`src/rtl/bip_mem_pkg.sv`:
```
`default_nettype none

package bip_mem_pkg;

   // ~~~~~~~~~~~~~~~~~~~~~~~~~~~~~~
   // Word and address geometry
   // ~~~~~~~~~~~~~~~~~~~~~~~~~~~~~~

   localparam int BIP_WORD_W = 16;
   localparam int BIP_ADDR_W = 11;

   // Both memories cover the full 11-bit operand space
   localparam int BIP_PROG_DEPTH = 2048;
   localparam int BIP_DATA_DEPTH = 2048;

   typedef logic [BIP_WORD_W-1:0] bip_word_t;
   typedef logic [BIP_ADDR_W-1:0] bip_addr_t;

endpackage

`default_nettype wire

```
`src/rtl/bip_isa_pkg.sv`:
```
`default_nettype none

package bip_isa_pkg;

   // ~~~~~~~~~~~~~~~~~~~~~~~~~~~~~~
   // Instruction encoding
   // ~~~~~~~~~~~~~~~~~~~~~~~~~~~~~~

   localparam int BIP_OPC_W = 5;

   // Encodings above SUBI decode as no-operations
   typedef enum logic [BIP_OPC_W-1:0] {
      OPC_HLT  = 5'd0,
      OPC_STO  = 5'd1,
      OPC_LD   = 5'd2,
      OPC_LDI  = 5'd3,
      OPC_ADD  = 5'd4,
      OPC_ADDI = 5'd5,
      OPC_SUB  = 5'd6,
      OPC_SUBI = 5'd7
   } bip_opcode_e;

   // Operand read as a data memory address
   typedef struct packed {
      bip_opcode_e           opcode;
      bip_mem_pkg::bip_addr_t addr;
   } bip_instr_addr_t;

   // Operand read as a two's complement immediate
   typedef struct packed {
      bip_opcode_e                                opcode;
      logic signed [bip_mem_pkg::BIP_ADDR_W-1:0] imm;
   } bip_instr_imm_t;

   typedef union packed {
      bip_instr_addr_t a;
      bip_instr_imm_t  i;
   } bip_instr_u;

   // ~~~~~~~~~~~~~~~~~~~~~~~~~~~~~~
   // Datapath selects
   // ~~~~~~~~~~~~~~~~~~~~~~~~~~~~~~

   typedef enum logic [1:0] {
      SEL_A_MEM = 2'd0,
      SEL_A_IMM = 2'd1,
      SEL_A_ALU = 2'd2
   } bip_sel_a_e;

   typedef enum logic {
      SEL_B_MEM = 1'b0,
      SEL_B_IMM = 1'b1
   } bip_sel_b_e;

endpackage

`default_nettype wire

```
`src/rtl/bip_datapath.sv`:
```
`default_nettype none

module bip_datapath import bip_mem_pkg::*, bip_isa_pkg::*; (
   input  wire logic  i_clk,
   input  wire logic  i_rst_n,
   input  bip_word_t  i_data_mem,
   input  bip_addr_t  i_data_ins,
   input  bip_sel_a_e i_sel_a,
   input  bip_sel_b_e i_sel_b,
   input  wire logic  i_op_code,
   input  wire logic  i_wr_acc,
   output bip_word_t  o_acc,
   output bip_word_t  o_data
);

   bip_word_t acc_q;
   bip_word_t imm_ext;
   bip_word_t alu_b;
   bip_word_t alu_out;
   bip_word_t acc_d;

   assign imm_ext = {{(BIP_WORD_W-BIP_ADDR_W){i_data_ins[BIP_ADDR_W-1]}}, i_data_ins};

   // ~~~~~~~~~~~~~~~~~~~~~~~~~~~~~~
   // Adder and subtractor
   // ~~~~~~~~~~~~~~~~~~~~~~~~~~~~~~

   assign alu_b   = (i_sel_b == SEL_B_IMM) ? imm_ext : i_data_mem;
   // Wraps modulo 2^16 in both directions
   assign alu_out = i_op_code ? (acc_q - alu_b) : (acc_q + alu_b);

   always_comb begin
      case (i_sel_a)
         SEL_A_MEM: acc_d = i_data_mem;
         SEL_A_IMM: acc_d = imm_ext;
         SEL_A_ALU: acc_d = alu_out;
         default:   acc_d = acc_q;
      endcase
   end

   always_ff @(posedge i_clk) begin
      if (!i_rst_n) begin
         acc_q <= '0;
      end else if (i_wr_acc) begin
         acc_q <= acc_d;
      end
   end

   assign o_acc  = acc_q;
   // Store data is always the accumulator
   assign o_data = acc_q;

   a_sel_a_legal: assert property (@(posedge i_clk) disable iff (!i_rst_n)
      i_wr_acc |-> (i_sel_a != bip_sel_a_e'(2'd3)));

endmodule

`default_nettype wire

```
`config.mk`:
```
export PLATFORM = sky130hd
export DESIGN_NAME = bip_datapath
export DESIGN_NICKNAME = d
export VERILOG_FILES = /design/src/rtl/bip_mem_pkg.sv /design/src/rtl/bip_isa_pkg.sv /design/src/rtl/bip_datapath.sv
export SDC_FILE = /design/constraint.sdc
export NUM_CORES = 1
export LEC_CHECK = 0
export BUFFER_PORTS_ARGS = -buffer_cell sky130_fd_sc_hd__buf_2
export CAP_MARGIN = 5
export CORE_MARGIN = 5
export CORE_UTILIZATION = 25
export CTS_BUF_LIST = sky130_fd_sc_hd__clkbuf_4
export DETAILED_ROUTE_END_ITERATION = 16
export PLACE_DENSITY_LB_ADDON = 0.08
export SYNTH_ARGS = -nofsm -noshare
export SYNTH_HDL_FRONTEND = slang
export SYNTH_SLANG_ARGS = --single-unit
```
`constraint.sdc`:
```
create_clock -name i_clk -period 5.05 [get_ports i_clk]
set_input_delay 0.505 -clock i_clk [delete_from_list [all_inputs] [get_ports i_clk]]
set_output_delay 0.505 -clock i_clk [all_outputs]
set_load 0.02 [all_outputs]
```
======== After elaboration in Yosys (flattened, before gate mapping) ========
Index checks and enable logic that the tools add are counted.
operators by class
  reductions and logical operators ........ 3
  add/sub/neg operators ................... 2
  muxes and demuxes ....................... 3
  equal/unequal tests ..................... 2
operators by type and width
  operator                                                               number
  16-bit case mux with 3 select lines                                    1
  16-bit 2-to-1 mux                                                      2
  16-bit adder                                                           1
  16-bit subtractor                                                      1
  3-bit nonzero test                                                     1
  2-bit by 1-bit equality test with 1-bit output, second input constant  1
  2-bit equality test, second input constant                             1
  2-bit zero test                                                        1
  2-bit AND reduction                                                    1
word-level totals
  flip-flop bits (word level) ............. 16
  output and inout port bits .............. 32
  word-level logic and storage cells ...... 11
  input port bits ......................... 34

======== Logic depth before layout (Yosys ltp) ========
  depth in word-level cells ............... 4
  mapped depth ............................ 17
  depth with buffers taken out ............ 13

======== Worst setup path after synthesis ========
OpenSTA, ideal clock, no wires.
  path type ............................... input port to flip-flop
  start ................................... in i_sel_b
  end ..................................... reg acc_q[15], in the netlist o_acc[15]
  setup time .............................. 0.125 ns
  slack ................................... 1.124 ns
  arrival time ............................ 3.801 ns
  path buffers ............................ 4
  stages on the path ...................... 16
  required time ........................... 4.925 ns
  cell sequence ........................... buf_6 > buf_2 > buf_1 > buf_2 > mux2i_1 > ha_1 > nand2_1 > nor4_1 > or2_2 > xnor2_1 > ha_1 > a21o_1 > a211o_1 > o31ai_1 > xnor2_1 > o22ai_1
between the ends
  longest elaborated chain between the ends .. 4
  elaborated cells on any way between the ends .. 5
  classes of those cells .................. add/sub: 2; mux: 3
RTL lines
  element                                                   RTL line            text
  start: declaration                                        bip_datapath.sv:9   input bip_sel_b_e i_sel_b,
  16-bit 2-to-1 mux *                                       bip_datapath.sv:28  assign alu_b = (i_sel_b == SEL_B_IMM) ? imm_ext : i_data_mem;
  16-bit adder / 16-bit subtractor (equally long branches)  bip_datapath.sv:30  assign alu_out = i_op_code ? (acc_q - alu_b) : (acc_q + alu_b);
  16-bit 2-to-1 mux *                                       bip_datapath.sv:30
  16-bit case mux with 3 select lines *                     bip_datapath.sv:33  case (i_sel_a)
  end signal: assignment                                    bip_datapath.sv:43  acc_q <= '0;
  end signal: assignment                                    bip_datapath.sv:45  acc_q <= acc_d;
  end: declaration                                          bip_datapath.sv:16  bip_word_t acc_q;
Every way passes the cells marked *; elsewhere a longest branch is shown, timed or not.
A chain may end at the register's enable or synchronous reset.

======== Final worst setup path ========
Same ends and word-level chain as after synthesis.

==> flow_summary.ini <==
[layout]
nets = 412
design_area_um2 = 2660
area_growth_pct = 13.8
antennaDiodeCount = 0
largest_register_ff_count = 16
drive_gt1_frac = 0.216
nFillCells = 1025

[critical_path]
slowest_stage = nor4_1
r2r-start = o_acc[1]
startpoint_type = primary input
critical_path.max_stage_delay_ns = 0.46
worst-setup-path-type = primary input to register
crit_arrival_ns = 3.82
cp-startpoint = i_sel_b
crit_required_ns = 5.25
path_max_fanout = 23
cp_cell_sequence = buf_2, buf_4, nor3b_1, o22ai_1, nor4_1, or2_2, xnor2_1, ha_1, a21o_1, a211o_1, o31ai_1, xnor2_1, o22ai_1
cp-end-kind = register

[sta]
max-slew-margin-rel = 0.416
min_period_over_period = 0.717
worst_slack_ns = 1.43
setup_tns_ns = 0
hold_ws_ns = 0.464
min_period_ns = 3.62
clock.fmax_mhz = 276
skew_ns = 0.00757
worstMarginPinSlew_ns = 0.868
setup_viol = 0
maxSlewViolCount = 0
timing.final.hold_violations = 0
rsz0062_at_grt = false

[yosys]
yosys.area.top_type = dfxtp_1
synth.top_cells.by_area = dfxtp_1 (14%), ha_1 (10%), mux2i_1 (6.0%)
syn_area_per_cell_um2 = 7.42
syn_inst = 315
synthArstFlopShare = 0
yosys_warnings = 0
synth_common_cells = nand2_1 (28), a21oi_1 (20), o21ai_0 (20)
synth_area_um2 = 2340
yosysSeqAreaShare = 0.137
synth_edf_count = 0
ys_types = 53
ys.flop_type = dfxtp_1
yosysTopAreaCellShare = 0.137
yosysMostFrequentCell = nand2_1
syn_nets = 369
ys_ff_latch = 16

[pwr]
leakagePower_nw = 1.22
total_power_uw = 564
ir_worst_vdd_v = 0.0000658
p_per_area_nw_per_um2 = 212

[global_routing]
grt_pass1_wl_mm = 13.1
grt_max_degree = 24
grt_use_total = 0.146
gr-total-overflow = 0
antenna_found_initial = 0
grt_pass1_vias = 2427

[drt]
finalWirelength_mm = 8.19
dr_wl_met2_mm = 3.75
vias_per_cell = 5.28
drt_pass1_iterations = 4
wire_per_inst_um = 17.5
wl_met3_um = 475
antenna_left = 0
drc = 0
routed-via-count = 2467
drtIter0Drc = 141
routed.top_layer = met4
met1_length_mm = 3.87

[floorplanning]
chipHeight_um = 107
ios = 66
row_count = 35
die_area_um2 = 11400
fp.dieW_um = 107
core_um2 = 9200
initial_core_util = 0.254

[clock_network]
cts-htree-levels = 1
clk_path_buf_depth = 2
post_cts_buffers = 0
clkTransAtPathRegs_ns = 0.13
hold_buffers = 0
cts_buffers = 3
clock_latency_ns = 0.31
cts_root_buffer = clkbuf_4
clkSinkCount = 16
cts_repair_resize_count = 0
tritoncts = yes

[min_path]
min_path_type = primary input to register
hp-start = i_data_ins[5]

[placement]
preCtsSetupSlack_ns = 1.11
dpl_cell_area_um2 = 2640
hpwl_mm = 6.44
port_buffers = 65
place_congestion = 0.783

[job]
max-cap-violations = 0

[status]
status = completed
-- critical path: cells and delay by family --
kind | cells | cell delay [ns]
AO/OA/AOI/OAI | 5 | 1.15
XOR/XNOR | 2 | 0.28
adder cells (fa/ha/maj) | 1 | 0.31
buffers and inverters | 2 | 0.62
AND/OR/NAND/NOR | 3 | 0.94
-- placed cells by master, fill, tap and decap left out, drive strengths merged, types with 13 or more instances in the layout --
master | synthesis | routed
inv | 13 | 13
o21ai | 20 | 20
mux2i | 14 | 14
dfxtp | 16 | 16
nor2 | 19 | 19
a21oi | 20 | 20
buf | 20 | 67
nand2 | 28 | 28
ha | 19 | 19
-- layer usage --
metal	vias to the layer above	global-route usage
met1	1145	0.202
met2	71	0.241
met3	7	0.0211
met4	0	0.0311
li1	1244	-
met5	-	0
-- per-stage QoR --
stage	cells	util
2_1_floorplan	315	-
6_report	467	0.289
3_3_place_gp	464	0.287
3_5_place_dp	464	0.287
4_1_cts	467	0.289
5_1_grt	467	0.289
-- worst paths after layout --
check,slack [ns],endpoint,cells after the start
worst max register to register,2.48,o_acc[15],7
worst min-delay path,0.46,o_acc[5],3
worst max-delay path,1.43,o_acc[15],13
worst min register to register,0.50,o_acc[0],2
-- cell families (layout without fill, tap and decap cells) --
group,count (synthesis),count (layout),synth area share
adders and majority gates,20,20,0.110
muxes,15,15,0.0648
buffers and inverters,42,83,0.0974
and+or+nand+nor,94,94,0.198
AOI/OAI and AO/OA,110,110,0.325
xor gates and xnor gates,18,18,0.0675
DFF,16,16,0.137
-- report_power, final --
part / internal, mW / total (mW) / switching [mW]
sequential: 0.138 / 0.150 / 0.0117
clock: 0.0279 / 0.0832 / 0.0554
combinational: 0.133 / 0.331 / 0.197
total: 0.299 / 0.564 / 0.264
-- final cells by class --
cell class	instances	area [um^2]	area share
multi-input combinational	257	1790	0.673
tap	111	139	0.0522
clock buffer	3	22.5	0.00847
inverter	13	48.8	0.0183
timing repair buffer	67	340	0.128
sequential	16	320	0.120
Note: power is estimated with default switching activity, not from simulation.
