$ cat config.mk
export PLATFORM = sky130hd
export DESIGN_NAME = bip_control
export DESIGN_NICKNAME = d
export VERILOG_FILES = /design/src/rtl/bip_mem_pkg.sv /design/src/rtl/bip_isa_pkg.sv /design/src/rtl/bip_control.sv
export SDC_FILE = /design/constraint.sdc
export NUM_CORES = 1
export LEC_CHECK = 0
export ABC_AREA = 0
export BUFFER_PORTS_ARGS = -buffer_cell sky130_fd_sc_hd__buf_2
export CORE_MARGIN = 5
export CORE_UTILIZATION = 43
export DETAILED_ROUTE_END_ITERATION = 8
export GPL_TIMING_DRIVEN = 0
export HOLD_SLACK_MARGIN = 0.1
export PLACE_DENSITY = 0.84
export SYNTH_ARGS = -nofsm -noshare
export SYNTH_HDL_FRONTEND = slang
export SYNTH_SLANG_ARGS = --single-unit
$ cat constraint.sdc
create_clock -name i_clk -period 2.2 [get_ports i_clk]
set_clock_uncertainty 0.1 [all_clocks]
set_input_delay 0.33 -clock i_clk [delete_from_list [all_inputs] [get_ports i_clk]]
set_output_delay 0.33 -clock i_clk [all_outputs]
set_load 0.02 [all_outputs]
$ cat src/rtl/bip_mem_pkg.sv
`default_nettype none

package bip_mem_pkg;

   // ~~~~~~~~~~~~~~~~~~~~~~~~~~~~~~
   // Word and address geometry
   // ~~~~~~~~~~~~~~~~~~~~~~~~~~~~~~

   localparam int BIP_WORD_W = 16;
   localparam int BIP_ADDR_W = 11;

   // Both memories cover the full 11-bit operand space
   localparam int BIP_PROG_DEPTH = 2048;
   localparam int BIP_DATA_DEPTH = 2048;

   typedef logic [BIP_WORD_W-1:0] bip_word_t;
   typedef logic [BIP_ADDR_W-1:0] bip_addr_t;

endpackage

`default_nettype wire

$ cat src/rtl/bip_isa_pkg.sv
`default_nettype none

package bip_isa_pkg;

   // ~~~~~~~~~~~~~~~~~~~~~~~~~~~~~~
   // Instruction encoding
   // ~~~~~~~~~~~~~~~~~~~~~~~~~~~~~~

   localparam int BIP_OPC_W = 5;

   // Encodings above SUBI decode as no-operations
   typedef enum logic [BIP_OPC_W-1:0] {
      OPC_HLT  = 5'd0,
      OPC_STO  = 5'd1,
      OPC_LD   = 5'd2,
      OPC_LDI  = 5'd3,
      OPC_ADD  = 5'd4,
      OPC_ADDI = 5'd5,
      OPC_SUB  = 5'd6,
      OPC_SUBI = 5'd7
   } bip_opcode_e;

   // Operand read as a data memory address
   typedef struct packed {
      bip_opcode_e           opcode;
      bip_mem_pkg::bip_addr_t addr;
   } bip_instr_addr_t;

   // Operand read as a two's complement immediate
   typedef struct packed {
      bip_opcode_e                                opcode;
      logic signed [bip_mem_pkg::BIP_ADDR_W-1:0] imm;
   } bip_instr_imm_t;

   typedef union packed {
      bip_instr_addr_t a;
      bip_instr_imm_t  i;
   } bip_instr_u;

   // ~~~~~~~~~~~~~~~~~~~~~~~~~~~~~~
   // Datapath selects
   // ~~~~~~~~~~~~~~~~~~~~~~~~~~~~~~

   typedef enum logic [1:0] {
      SEL_A_MEM = 2'd0,
      SEL_A_IMM = 2'd1,
      SEL_A_ALU = 2'd2
   } bip_sel_a_e;

   typedef enum logic {
      SEL_B_MEM = 1'b0,
      SEL_B_IMM = 1'b1
   } bip_sel_b_e;

endpackage

`default_nettype wire

$ cat src/rtl/bip_control.sv
`default_nettype none

module bip_control import bip_mem_pkg::*, bip_isa_pkg::*; (
   input  wire logic  i_clk,
   input  wire logic  i_rst_n,
   input  bip_instr_u i_instruction,
   output bip_addr_t  o_addr_ins,
   output bip_addr_t  o_data_ins,
   output bip_sel_a_e o_sel_a,
   output bip_sel_b_e o_sel_b,
   output logic       o_op_code,
   output logic       o_wr_acc,
   output logic       o_wr,
   output logic       o_rd,
   output logic       o_halt
);

   bip_addr_t   pc_q;
   logic        run_q;
   logic        halt_q;
   bip_opcode_e opc;
   logic        hlt_fetch;

   assign opc       = i_instruction.a.opcode;
   assign hlt_fetch = run_q && (opc == OPC_HLT);

   // ~~~~~~~~~~~~~~~~~~~~~~~~~~~~~~
   // Program counter and run state
   // ~~~~~~~~~~~~~~~~~~~~~~~~~~~~~~

   // The core idles for one cycle after reset so no strobe fires while the
   // program is still being loaded
   always_ff @(posedge i_clk) begin
      if (!i_rst_n) begin
         pc_q   <= '0;
         run_q  <= 1'b0;
         halt_q <= 1'b0;
      end else if (run_q) begin
         pc_q <= pc_q + bip_addr_t'(1);
         if (hlt_fetch) begin
            run_q  <= 1'b0;
            halt_q <= 1'b1;
         end
      end else if (!halt_q) begin
         run_q <= 1'b1;
      end
   end

   assign o_addr_ins = pc_q;
   assign o_halt     = halt_q;

   // ~~~~~~~~~~~~~~~~~~~~~~~~~~~~~~
   // Instruction decode
   // ~~~~~~~~~~~~~~~~~~~~~~~~~~~~~~

   always_comb begin
      o_sel_a   = SEL_A_ALU;
      o_sel_b   = SEL_B_MEM;
      o_op_code = 1'b0;
      o_wr_acc  = 1'b0;
      o_wr      = 1'b0;
      o_rd      = 1'b0;
      if (run_q) begin
         case (opc)
            OPC_STO: begin
               o_wr = 1'b1;
            end
            OPC_LD: begin
               o_rd     = 1'b1;
               o_sel_a  = SEL_A_MEM;
               o_wr_acc = 1'b1;
            end
            OPC_LDI: begin
               o_sel_a  = SEL_A_IMM;
               o_wr_acc = 1'b1;
            end
            OPC_ADD: begin
               o_rd     = 1'b1;
               o_wr_acc = 1'b1;
            end
            OPC_ADDI: begin
               o_sel_b  = SEL_B_IMM;
               o_wr_acc = 1'b1;
            end
            OPC_SUB: begin
               o_rd      = 1'b1;
               o_op_code = 1'b1;
               o_wr_acc  = 1'b1;
            end
            OPC_SUBI: begin
               o_sel_b   = SEL_B_IMM;
               o_op_code = 1'b1;
               o_wr_acc  = 1'b1;
            end
            // HLT is handled by the run state, the rest are no-operations
            default: begin
            end
         endcase
      end
   end

   // The operand field serves as data address and as raw immediate
   assign o_data_ins = i_instruction.a.addr;

   a_halt_quiet: assert property (@(posedge i_clk) disable iff (!i_rst_n)
      o_halt |-> !(o_wr || o_wr_acc));

endmodule

`default_nettype wire

== After elaboration in Yosys (flattened, before gate mapping) ==
Cells that the tools add are included.
W data, S select, Z words.

* Register bits: 13
* Word-level logic and storage cells: 33
* Output and inout port bits: 30
* Bits of input ports: 18

* $add $sub $neg: 1
* Eq/ne operators: 7
* Reduce and logical (&&, ||, !) cells: 7
* Mux-type cells: 15

{| class="wikitable"
|+ Operators by type and width
! operator !! number
|-
| $eq A5 B3 Y1 const B || 4
|-
| $mux W1 || 13
|-
| $add A11 B1 Y11 const B || 1
|-
| $eq A5 B2 Y1 const B || 2
|-
| $reduce_or A6 Y1 || 1
|-
| $eq A5 B1 Y1 const B || 1
|-
| $logic_not A5 Y1 || 1
|-
| $pmux W2 S2 || 1
|-
| $reduce_or A2 Y1 || 2
|-
| $reduce_or A3 Y1 || 1
|-
| $mux W2 || 1
|-
| $reduce_and A2 Y1 || 1
|-
| $logic_and A1 B1 Y1 || 1
|}

== Longest topological paths before layout ==
Gate-level depths: netlist of run 1.

* Word-level depth: 4
* Gate-level depth with buffers: 4
* Mapped depth without buffers: 4

== Least setup slack after synthesis of run 1 ==
Ideal clock, no wire load.

* Path kind: flip-flop to output port
* Start: reg run_q
* End: out o_rd
* Cell stages (with the launch flop): 4
* Path slack: 0.419 ns
* Data arrival time: 1.351 ns
* Buffers on the path: 1
* Path through: dfxtp_1 > buf_6 > or3b_1 > nor3_1

* Longest elaborated chain between the ends: 1

{| class="wikitable"
|+ Ends and longest elaborated chain
! element !! RTL line !! text
|-
| from (decl) || bip_control.sv:19 || <nowiki>logic run_q;</nowiki>
|-
| from (signal assigned) || bip_control.sv:36 || <nowiki>run_q <= 1'b0;</nowiki>
|-
| from (signal assigned) || bip_control.sv:41 || <nowiki>run_q <= 1'b0;</nowiki>
|-
| from (signal assigned) || bip_control.sv:45 || <nowiki>run_q <= 1'b1;</nowiki>
|-
| $mux W1 || bip_control.sv:63 || <nowiki>if (run_q) begin</nowiki>
|-
| to (decl) || bip_control.sv:14 || <nowiki>output logic o_rd,</nowiki>
|}

No other way between the ends.

== Final worst setup path of run 1 ==
* Start: reg run_q
* End: out o_sel_a[0]

* Longest elaborated chain between the ends: 1

{| class="wikitable"
|+ Ends and longest elaborated chain
! element !! RTL line !! text
|-
| $mux W2 || bip_control.sv:63 ||
|-
| to (decl) || bip_control.sv:9 || <nowiki>output bip_sel_a_e o_sel_a,</nowiki>
|}

No other way between the ends.

==> results of run 1 <==
## area by class of cell
class	instances	share of cell area, %
repair buffers	36	19.1
inverters	3	1.20
clock inverters	1	0.531
plain buffers	13	10.4
flip-flops and latches	13	27.6
multi-input cells	54	36.7
well taps	16	2.12
clock buffers	3	2.39
## synth_stat cells
cell	n	area, sq um
dfxtp_1	13	260
buf_4	11	82.6
nor2_1	8	30.0
nand2_1	6	22.5
a21oi_1	5	25.0
and3_1	4	25.0
o31ai_1	4	30.0
or4_1	4	30.0
inv_1	3	11.3
xor2_1	3	26.3
mux2i_1	2	20.0
nand3_1	2	10.0
nand4_1	2	12.5
nor3_1	2	10.0
a211oi_1	1	7.51
buf_6	1	11.3
clkbuf_1	1	3.75
ha_1	1	12.5
nand2b_1	1	6.26
nand3_2	1	10.0
nand4_2	1	12.5
nor4_1	1	6.26
nor4_2	1	12.5
o21a_1	1	7.51
o21ai_0	1	5.00
or3_1	1	6.26
or3b_1	1	8.76
xnor2_1	1	8.76
## cell families after synthesis
group | synth area share [%]
buf+inv | 15.2
simple gates | 28.4
mux | 2.80
flops | 36.4
compound gates | 10.5
fa+ha+maj | 1.75
xor+xnor | 4.90
## placed cells by master (no fill, tap or decap), types with 2 or more instances in the layout
cell / Yosys / final
nor3_1: 2 / 2
or4_1: 4 / 4
xor2_1: 3 / 3
o31ai_1: 4 / 4
and3_1: 4 / 4
buf_4: 11 / 11
nand4_1: 2 / 2
dfxtp_1: 13 / 13
clkbuf_4: 0 / 3
buf_2: 0 / 36
inv_1: 3 / 3
nand2_1: 6 / 6
mux2i_1: 2 / 2
nand3_1: 2 / 2
nor2_1: 8 / 8
a21oi_1: 5 / 5
## per-stage QoR
stage	utilization [%]	total power, W	worst slack [ps]
after detailed placement	59.3	0.000342	407
after CTS	61.1	0.000489	99.3
final	61.1	0.000482	130
after global routing	61.1	0.000511	51.9
after floorplan	-	0.000312	419
after global placement	59.3	0.000339	460
## metal layers
metal | up-vias | GRT usage (%) | part of all wire [%]
li1 | 366 | - | -
met1 | 327 | 16.1 | 38
met2 | 44 | 21.7 | 48
met3 | 2 | 2.07 | 12
met4 | 0 | 6.38 | 1.3
met5 | - | 0 | 0
## worst max-delay path, delay by kind of cell, from the launching register on
| kind | cells | cell delay, ps |
|---|---|---|
| and+or+nand+nor | 3 | 730 |
| buffers and inverters | 2 | 300 |
| DFF | 1 | 340 |
## sequential cells by signal (all words and copies together) (netlist names)
| name | count |
|---|---|
| o_addr_ins | 11 |
| o_halt | 1 |
| run_q | 1 |
## power by group through the flow
stage / clock network (W) / logic [W] / registers, W
6_report: 0.000145 / 0.0000889 / 0.000248
5_1_grt: 0.000165 / 0.0000975 / 0.000249
4_1_cts: 0.000151 / 0.0000901 / 0.000247
3_5_place_dp: 0 / 0.0000899 / 0.000252
3_3_place_gp: 0 / 0.0000875 / 0.000252
2_1_floorplan: 0 / 0.0000548 / 0.000257
## how the worst max path moves through the flow
stage                                  from    endpoint  slack (ps)
after floorplan                       run_q        o_rd         420
after global placement    i_instruction[14]  o_sel_a[0]         460
after detailed placement              run_q  o_sel_a[0]         410
after CTS                             run_q  o_sel_a[0]         100
after global routing                  run_q  o_sel_a[0]          50
final                                 run_q  o_sel_a[0]         130
==> results.md, run 1 <==
- DR WL/cell: 12.1 um
- R2r startpoint: o_addr_ins[0]
- Resized cells post-CTS: 0
- Finished Cell Area: 942 sq um
- Clk buf depth: 2
- Measured slew at the worst slew-check pin: 446 ps
- Initial Util: 46.3%
- Die Height: 50.8 um
- Status: finished, final reports clean
- RSZ-0062 raised after global routing: false
- Initial antenna violation count: 0
- Postcts setup bufs: 0
- # clock sinks: 13
- ANT nets after route: 0
- Slowest CP cell: or3b_1
- DR pass1 iterations: 4
- Hold depth: 2
- Max frequency: 483 MHz
- CTS root buf: clkbuf_4
- GRT overflow: 0
- Final worst path period share: 94.1%
- Drt total wl: 1690 um
- Clk pin slew, worst setup/hold paths: 80 ps
- Hold Path End: o_halt
- Final setup viols: 0
- NumNets Final: 143
- Synthesized flop and latch total: 13
- TritonCTS buffer count: 3
- Vias in the first global route: 675
- Switch share: 27.9%
- Reg2Reg Depth: 4
- Final setup TNS: 0 ps
- Via total after detailed routing: 739
- Arrival @ worst endpoint: 1640 ps
- Max-Slew Margin vs Limit: 70.3%
- Layout cell share with drive strength beyond 1: 44.7%
- # placed instances: 135
- Syn Inst Count: 83
- Syn Area/Cell: 8.61 sq um
- IO buf count: 36
- Min Tclk post-route: 2070 ps
- Routability congestion estimate: 0.719
- Critical path capture point type: output port
- Core box area: 1540 sq um
- Crit Reg-Reg Endpoint: o_addr_ins[6]
- GRT Overall Usage: 13.0%
- FILL cells: 148
- Ys Warns: 0
- WS Path Type: flip-flop to output port
- Leak: 0.472 nW
- Cell Count, Final, Fillers Out: 139
- Hold_buf cts: 0
- DRC Markers: 0
- Combinational share of power: 18.5%
- Die ar.: 2580 sq um
- First-pass GRT wire length: 2760 um
- Critical Path RT: 1770 ps
- Peak VDD IR: 0.000290 V
- Row cnt: 14
- Reg2Reg Setup Slack: 660 ps
- Hold_sp: i_rst_n
- Clock latency on the worst-skew pair: 270 ps
- P&R area growth vs syn: 31.9%
- Io pins: 48
- Crit-path cells: buf_6 > or3b_1 > nor2_1 > and3_1 > buf_2
- Final Max Slew Viols: 0
- Hold WS: 207 ps
- Hold/Removal Path Class: primary input to flip-flop
- Cell Int Power: 0.000347 W
- Crit-path max FO: 10
- Post-DP Area: 915 sq um
- Part of the power in the clock network: 30.1%
- Synthesized net count: 102
- H-tree Lvls: 1
- Switching pwr: 0.000135 W
- Post-Syn Area: 714 sq um
- Max-cap violation count: 0
- Endpoints failing hold: 0
- Die width: 50.8 um
- Flop pwr share: 51.5%
- N_diodes: 0
- Synth cell types: 28
- Multi-input gate area: 345 sq um
- Vias/cell: 5.32
- Register area share after synthesis: 36.4%
- Power Density: 511 nW/um^2
- CP Launch Type: flip-flop
- Initial DRC Count: 7
- CTS tree: yes
- Critical Path Max Stage Delay: 420 ps
- Post-DP HPWL: 1330 um
- Largest net degree at the start of global routing: 11
- Sequential Area: 260 sq um
Power figures use the tool's default switching activity.
==> run 2, diff against run 1 <==
--- a/config.mk
+++ b/config.mk
@@ -7,12 +7,12 @@
 export LEC_CHECK = 0
 export ABC_AREA = 0
 export BUFFER_PORTS_ARGS = -buffer_cell sky130_fd_sc_hd__buf_2
-export CORE_MARGIN = 5
-export CORE_UTILIZATION = 43
+export CORE_MARGIN = 8
+export CORE_UTILIZATION = 40
 export DETAILED_ROUTE_END_ITERATION = 8
 export GPL_TIMING_DRIVEN = 0
 export HOLD_SLACK_MARGIN = 0.1
-export PLACE_DENSITY = 0.84
+export PLACE_DENSITY = 0.79
 export SYNTH_ARGS = -nofsm -noshare
 export SYNTH_HDL_FRONTEND = slang
 export SYNTH_SLANG_ARGS = --single-unit
==> constraint.sdc (replaced) <==
create_clock -name i_clk -period 2 [get_ports i_clk]
set_clock_uncertainty 0.1 [all_clocks]
set_input_delay 0.1 -clock i_clk [delete_from_list [all_inputs] [get_ports i_clk]]
set_output_delay 0.1 -clock i_clk [all_outputs]
set_load 0.02 [all_outputs]
==> run 2 against run 1 <==
- register-to-register slack worse by 550 ps
- sequential share of layout area is 1.2 points lower
- critical path depth stayed put
- global-route usage is 2.3 points lower
- combinational power is 17% higher
- critical path type is now flip-flop to flip-flop
- largest cell class unchanged
==> results.md, run 2 (synthesis gave the netlist of run 1 again) <==
- Max frequency: 530 MHz
- Vias/cell: 4.91
- CTS tree: yes
- Most common cell after layout, fill and taps aside: buf_2
- Status: finished, final reports clean
- NumNets Final: 145
- Hold/Removal Path Class: primary input to flip-flop
- ANT nets after route: 0
- Crit-path max FO: 10
- Critical Path Max Stage Delay: 530 ps
- Die ar.: 3390 sq um
- Endpoints failing hold: 0
- Die Height: 58.3 um
- Arrival @ worst endpoint: 2010 ps
- Die width: 58.3 um
- Crit-path cells: buf_6 > or3b_4 > nor4_4 > o21a_1 > dlygate4sd3_1
- DR WL/cell: 12.5 um
- Initial Util: 41.8%
- Hold depth: 3
- CP Launch Type: flip-flop
- GRT overflow: 0
- Io pins: 48
- Reg2Reg Depth: 5
- Critical path capture point type: flip-flop
- Hold WS: 168 ps
- Min Tclk post-route: 1890 ps
- Core box area: 1710 sq um
- Final setup TNS: 0 ps
- DRC Markers: 0
- Power Density: 545 nW/um^2
- Max-Slew Margin vs Limit: 69.8%
- Via total after detailed routing: 737
- TritonCTS buffer count: 3
- Clock latency on the worst-skew pair: 270 ps
- Peak VDD IR: 0.000402 V
- Max-cap violation count: 0
- Max reg flops: 11
- GRT Overall Usage: 10.7%
- Routability congestion estimate: 0.704
- Drt total wl: 1880 um
- Vias in the first global route: 722
- Critical Path RT: 2120 ps
- IO buf count: 36
- Final setup viols: 0
- Reg2Reg Setup Slack: 110 ps
- N_diodes: 0
- WS Path Type: flip-flop to flip-flop
- Row cnt: 15
- Final worst path period share: 94.3%
- DR pass1 iterations: 4
- CTS root buf: clkbuf_4
- Slowest CP cell: dlygate4sd3_1
- Most frequent cells in the layout: buf_2 (36), dfxtp_1 (13), buf_4 (11)
- RSZ-0062 raised after global routing: false
- Layout Utilization: 57.7%
- Largest net degree at the start of global routing: 11
- First-pass GRT wire length: 2880 um
- Clk buf depth: 2
- Leak: 0.485 nW
- P&R area growth vs syn: 37.8%
- Measured slew at the worst slew-check pin: 453 ps
- H-tree Lvls: 1
- Initial DRC Count: 30
- Final Max Slew Viols: 0
- Post-DP HPWL: 1520 um
- # clock sinks: 13
- Layout cell share with drive strength beyond 1: 44.8%
- Clk pin slew, worst setup/hold paths: 80 ps
- Initial antenna violation count: 0
run 2: final timing paths:
path,startpoint,endpoint
worst max-delay path,run_q,o_halt
worst min-delay path,i_instruction[11],run_q
worst max register to register,run_q,o_halt
worst min register to register,o_addr_ins[10],o_addr_ins[10]
run 2: layer usage:
metal,wire (um),track usage (%)
met1,824,11.2
met2,874,17.0
met3,129,3.31
met4,53,9.44
met5,0,0
run 2: worst max-delay path, delay by kind of cell (launching register included):
| kind | cells | cell delay (ps) |
|---|---|---|
| AO/OA/AOI/OAI | 1 | 130 |
| flip-flops | 1 | 340 |
| AND/OR/NAND/NOR | 2 | 590 |
| buffers and inverters | 2 | 670 |
run 2: layout make-up:
class | count | area (sq um)
fill | 160 | 723
multi-input combinational | 54 | 357
sequential | 13 | 260
timing repair buffer | 38 | 200
buffer | 13 | 97.6
tap | 25 | 31.3
clock buffer | 3 | 22.5
inverter | 3 | 11.3
clock inverter | 1 | 5.00
run 2: where the power goes:
| part | total, W | switching, W | internal [W] |
|---|---|---|---|
| sequential | 0.000272 | 0.00000730 | 0.000265 |
| combinational | 0.000104 | 0.0000580 | 0.0000458 |
| clock | 0.000161 | 0.0000869 | 0.0000741 |
run 2: timing repair:
| action | in CTS | in global routing |
|---|---|---|
| hold buffers | 2 | 0 |
| hold endpoints to repair | 3 | 0 |
| setup buffers | 0 | 0 |
| endpoints found under the setup margin | 0 | 1 |
| resized for setup | 0 | 2 |
run 2: per-stage QoR:
step / setup WS, ps / area (sq um) / total power (W) / std cells
2_1_floorplan: 449 / 714 / 0.000343 / 83
3_3_place_gp: 495 / 926 / 0.000374 / 144
3_5_place_dp: 464 / 926 / 0.000378 / 144
4_1_cts: 58.0 / 973 / 0.000539 / 150
5_1_grt: 27.5 / 985 / 0.000568 / 150
6_report: 113 / 985 / 0.000537 / 150
==> run 3, diff against run 2 <==
--- a/config.mk
+++ b/config.mk
@@ -13,6 +13,7 @@
 export GPL_TIMING_DRIVEN = 0
 export HOLD_SLACK_MARGIN = 0.1
 export PLACE_DENSITY = 0.79
+export REMOVE_ABC_BUFFERS = 1
 export SYNTH_ARGS = -nofsm -noshare
 export SYNTH_HDL_FRONTEND = slang
 export SYNTH_SLANG_ARGS = --single-unit
==> run 3 against run 2 <==
- clock power hardly changed
- via count down 9.6%
- core utilization decreased by 8.4 points
- final cell count shrank 15%
- critical path type is now flip-flop to output port
==> results.md, run 3 (synthesis gave the netlist of run 1 again) <==
- Switch share: 25.7%
- Power Density: 586 nW/um^2
- Crit-path max FO: 10
- Final worst path period share: 92.0%
- DR pass1 iterations: 5
- Clk pin slew, worst setup/hold paths: 80 ps
- Die Height: 58.3 um
- Final setup viols: 0
- Crit-path cells: or3b_1 > nor2_1 > and3_1 > buf_2
- Postcts setup bufs: 0
- Part of the power in the clock network: 32.8%
- Flop pwr share: 55.8%
- FILL cells: 169
- Largest net degree at the start of global routing: 12
- Io pins: 48
- Max-cap violation count: 0
- Final setup TNS: 0 ps
- Endpoints failing hold: 0
- Max frequency: 544 MHz
- Clk buf depth: 2
- Arrival @ worst endpoint: 1640 ps
- GRT overflow: 0
- Critical Path RT: 1800 ps
- Via total after detailed routing: 666
- CTS tree: yes
- Peak VDD IR: 0.000279 V
- ANT nets after route: 0
- Max-Slew Margin vs Limit: 77.8%
- Min Tclk post-route: 1840 ps
- IO buf count: 25
- Hold/Removal Path Class: primary input to output port
- Most common cell after layout, fill and taps aside: buf_2
- Vias/cell: 5.20
- WP depth: 4
- Critical Path Max Stage Delay: 450 ps
- Initial Util: 41.8%
- RSZ-0062 raised after global routing: false
- GRT Overall Usage: 11.0%
- Routability congestion estimate: 0.697
- Initial antenna violation count: 0
- Final Max Slew Viols: 0
- Initial DRC Count: 4
- Max reg flops: 11
- TritonCTS buffer count: 3
- DRC Markers: 0
- Clock latency on the worst-skew pair: 270 ps
- Core box area: 1710 sq um
- N_diodes: 0
- H-tree Lvls: 1
- NumNets Final: 123
- Row cnt: 15
- CP Launch Type: flip-flop
- Drt total wl: 1830 um
- Cell Int Power: 0.000366 W
- Hold WS: 100 ps
- Die ar.: 3390 sq um
- Layout cell share with drive strength beyond 1: 31.1%
- Most frequent cells in the layout: buf_2 (25), dfxtp_1 (12), nor2_1 (8)
- Leak: 0.382 nW
- WS Path Type: flip-flop to output port
- Vias in the first global route: 689
- P&R area growth vs syn: 17.7%
- First-pass GRT wire length: 2970 um
- Reg2Reg Depth: 4
- Post-DP HPWL: 1300 um
- Combinational share of power: 11.4%
- Family with the most delay on the worst path: simple AND/OR/NAND/NOR gates
- Die width: 58.3 um
- Hold depth: 0
- # clock sinks: 13
- Status: finished, final reports clean
- Bufs and invs on worst path: 1
- Pwr Total: 0.000493 W
- Critical path capture point type: output port
- Slowest CP cell: dfxtp_2
- CTS root buf: clkbuf_4
- Measured slew at the worst slew-check pin: 329 ps
- Switching pwr: 0.000126 W
- DR WL/cell: 14.3 um
run 3: worst register-to-register path, stage by stage, from the launching register on:
cell and delay (ps):
dfxtp_1 420, ha_1 220, nand2_1 130, or4_1 440
a21oi_1 160
run 3: final timing paths:
kind | startpoint | endpoint | slack [ps]
setup reg to reg | o_addr_ins[0] | o_addr_ins[6] | 470
setup / recovery | run_q | o_sel_a[0] | 160
hold / removal | i_instruction[0] | o_data_ins[0] | 100
hold reg to reg | o_halt | run_q | 380
run 3: power by group through the flow:
stage	combinational (W)	clock [W]	sequential, W
after floorplan	0.0000227	0	0.000285
after global placement	0.0000483	0	0.000280
after detailed placement	0.0000500	0	0.000281
after CTS	0.0000566	0.000164	0.000275
after global routing	0.0000613	0.000175	0.000277
final	0.0000562	0.000162	0.000275
run 3: area by class of cell:
type | count | area, sq um | share of cell area, %
inverters | 3 | 11.3 | 1.34
repair buffers | 29 | 165 | 19.6
multi-input cells | 54 | 345 | 41.1
well taps | 25 | 31.3 | 3.72
flip-flops and latches | 13 | 262 | 31.1
clock buffers | 4 | 26.3 | 3.13
run 3: metrics by stage:
stage               util, %  instance area (sq um)  std cells  setup slack [ps]
floorplan                 -                    617         70               379
global placement       45.3                    773        120               380
detailed placement     45.3                    773        120               373
CTS                    49.2                    840        128              49.0
global route           49.2                    841        128               118
finish                 49.2                    841        128               160
run 3: layer usage:
metal,global-route usage (%),part of all wire (%),vias to the layer above
li1,-,-,326
met5,0,0,-
met2,18.7,48,39
met1,9.21,38,297
met3,7.73,12,4
met4,6.29,1.7,0
run 3: what timing repair did:
| item | in CTS | in global routing |
|---|---|---|
| hold endpoints to repair | 3 | 0 |
| gates resized for setup | 0 | 1 |
| hold buffers | 4 | 0 |
| setup endpoints to repair | 0 | 4 |
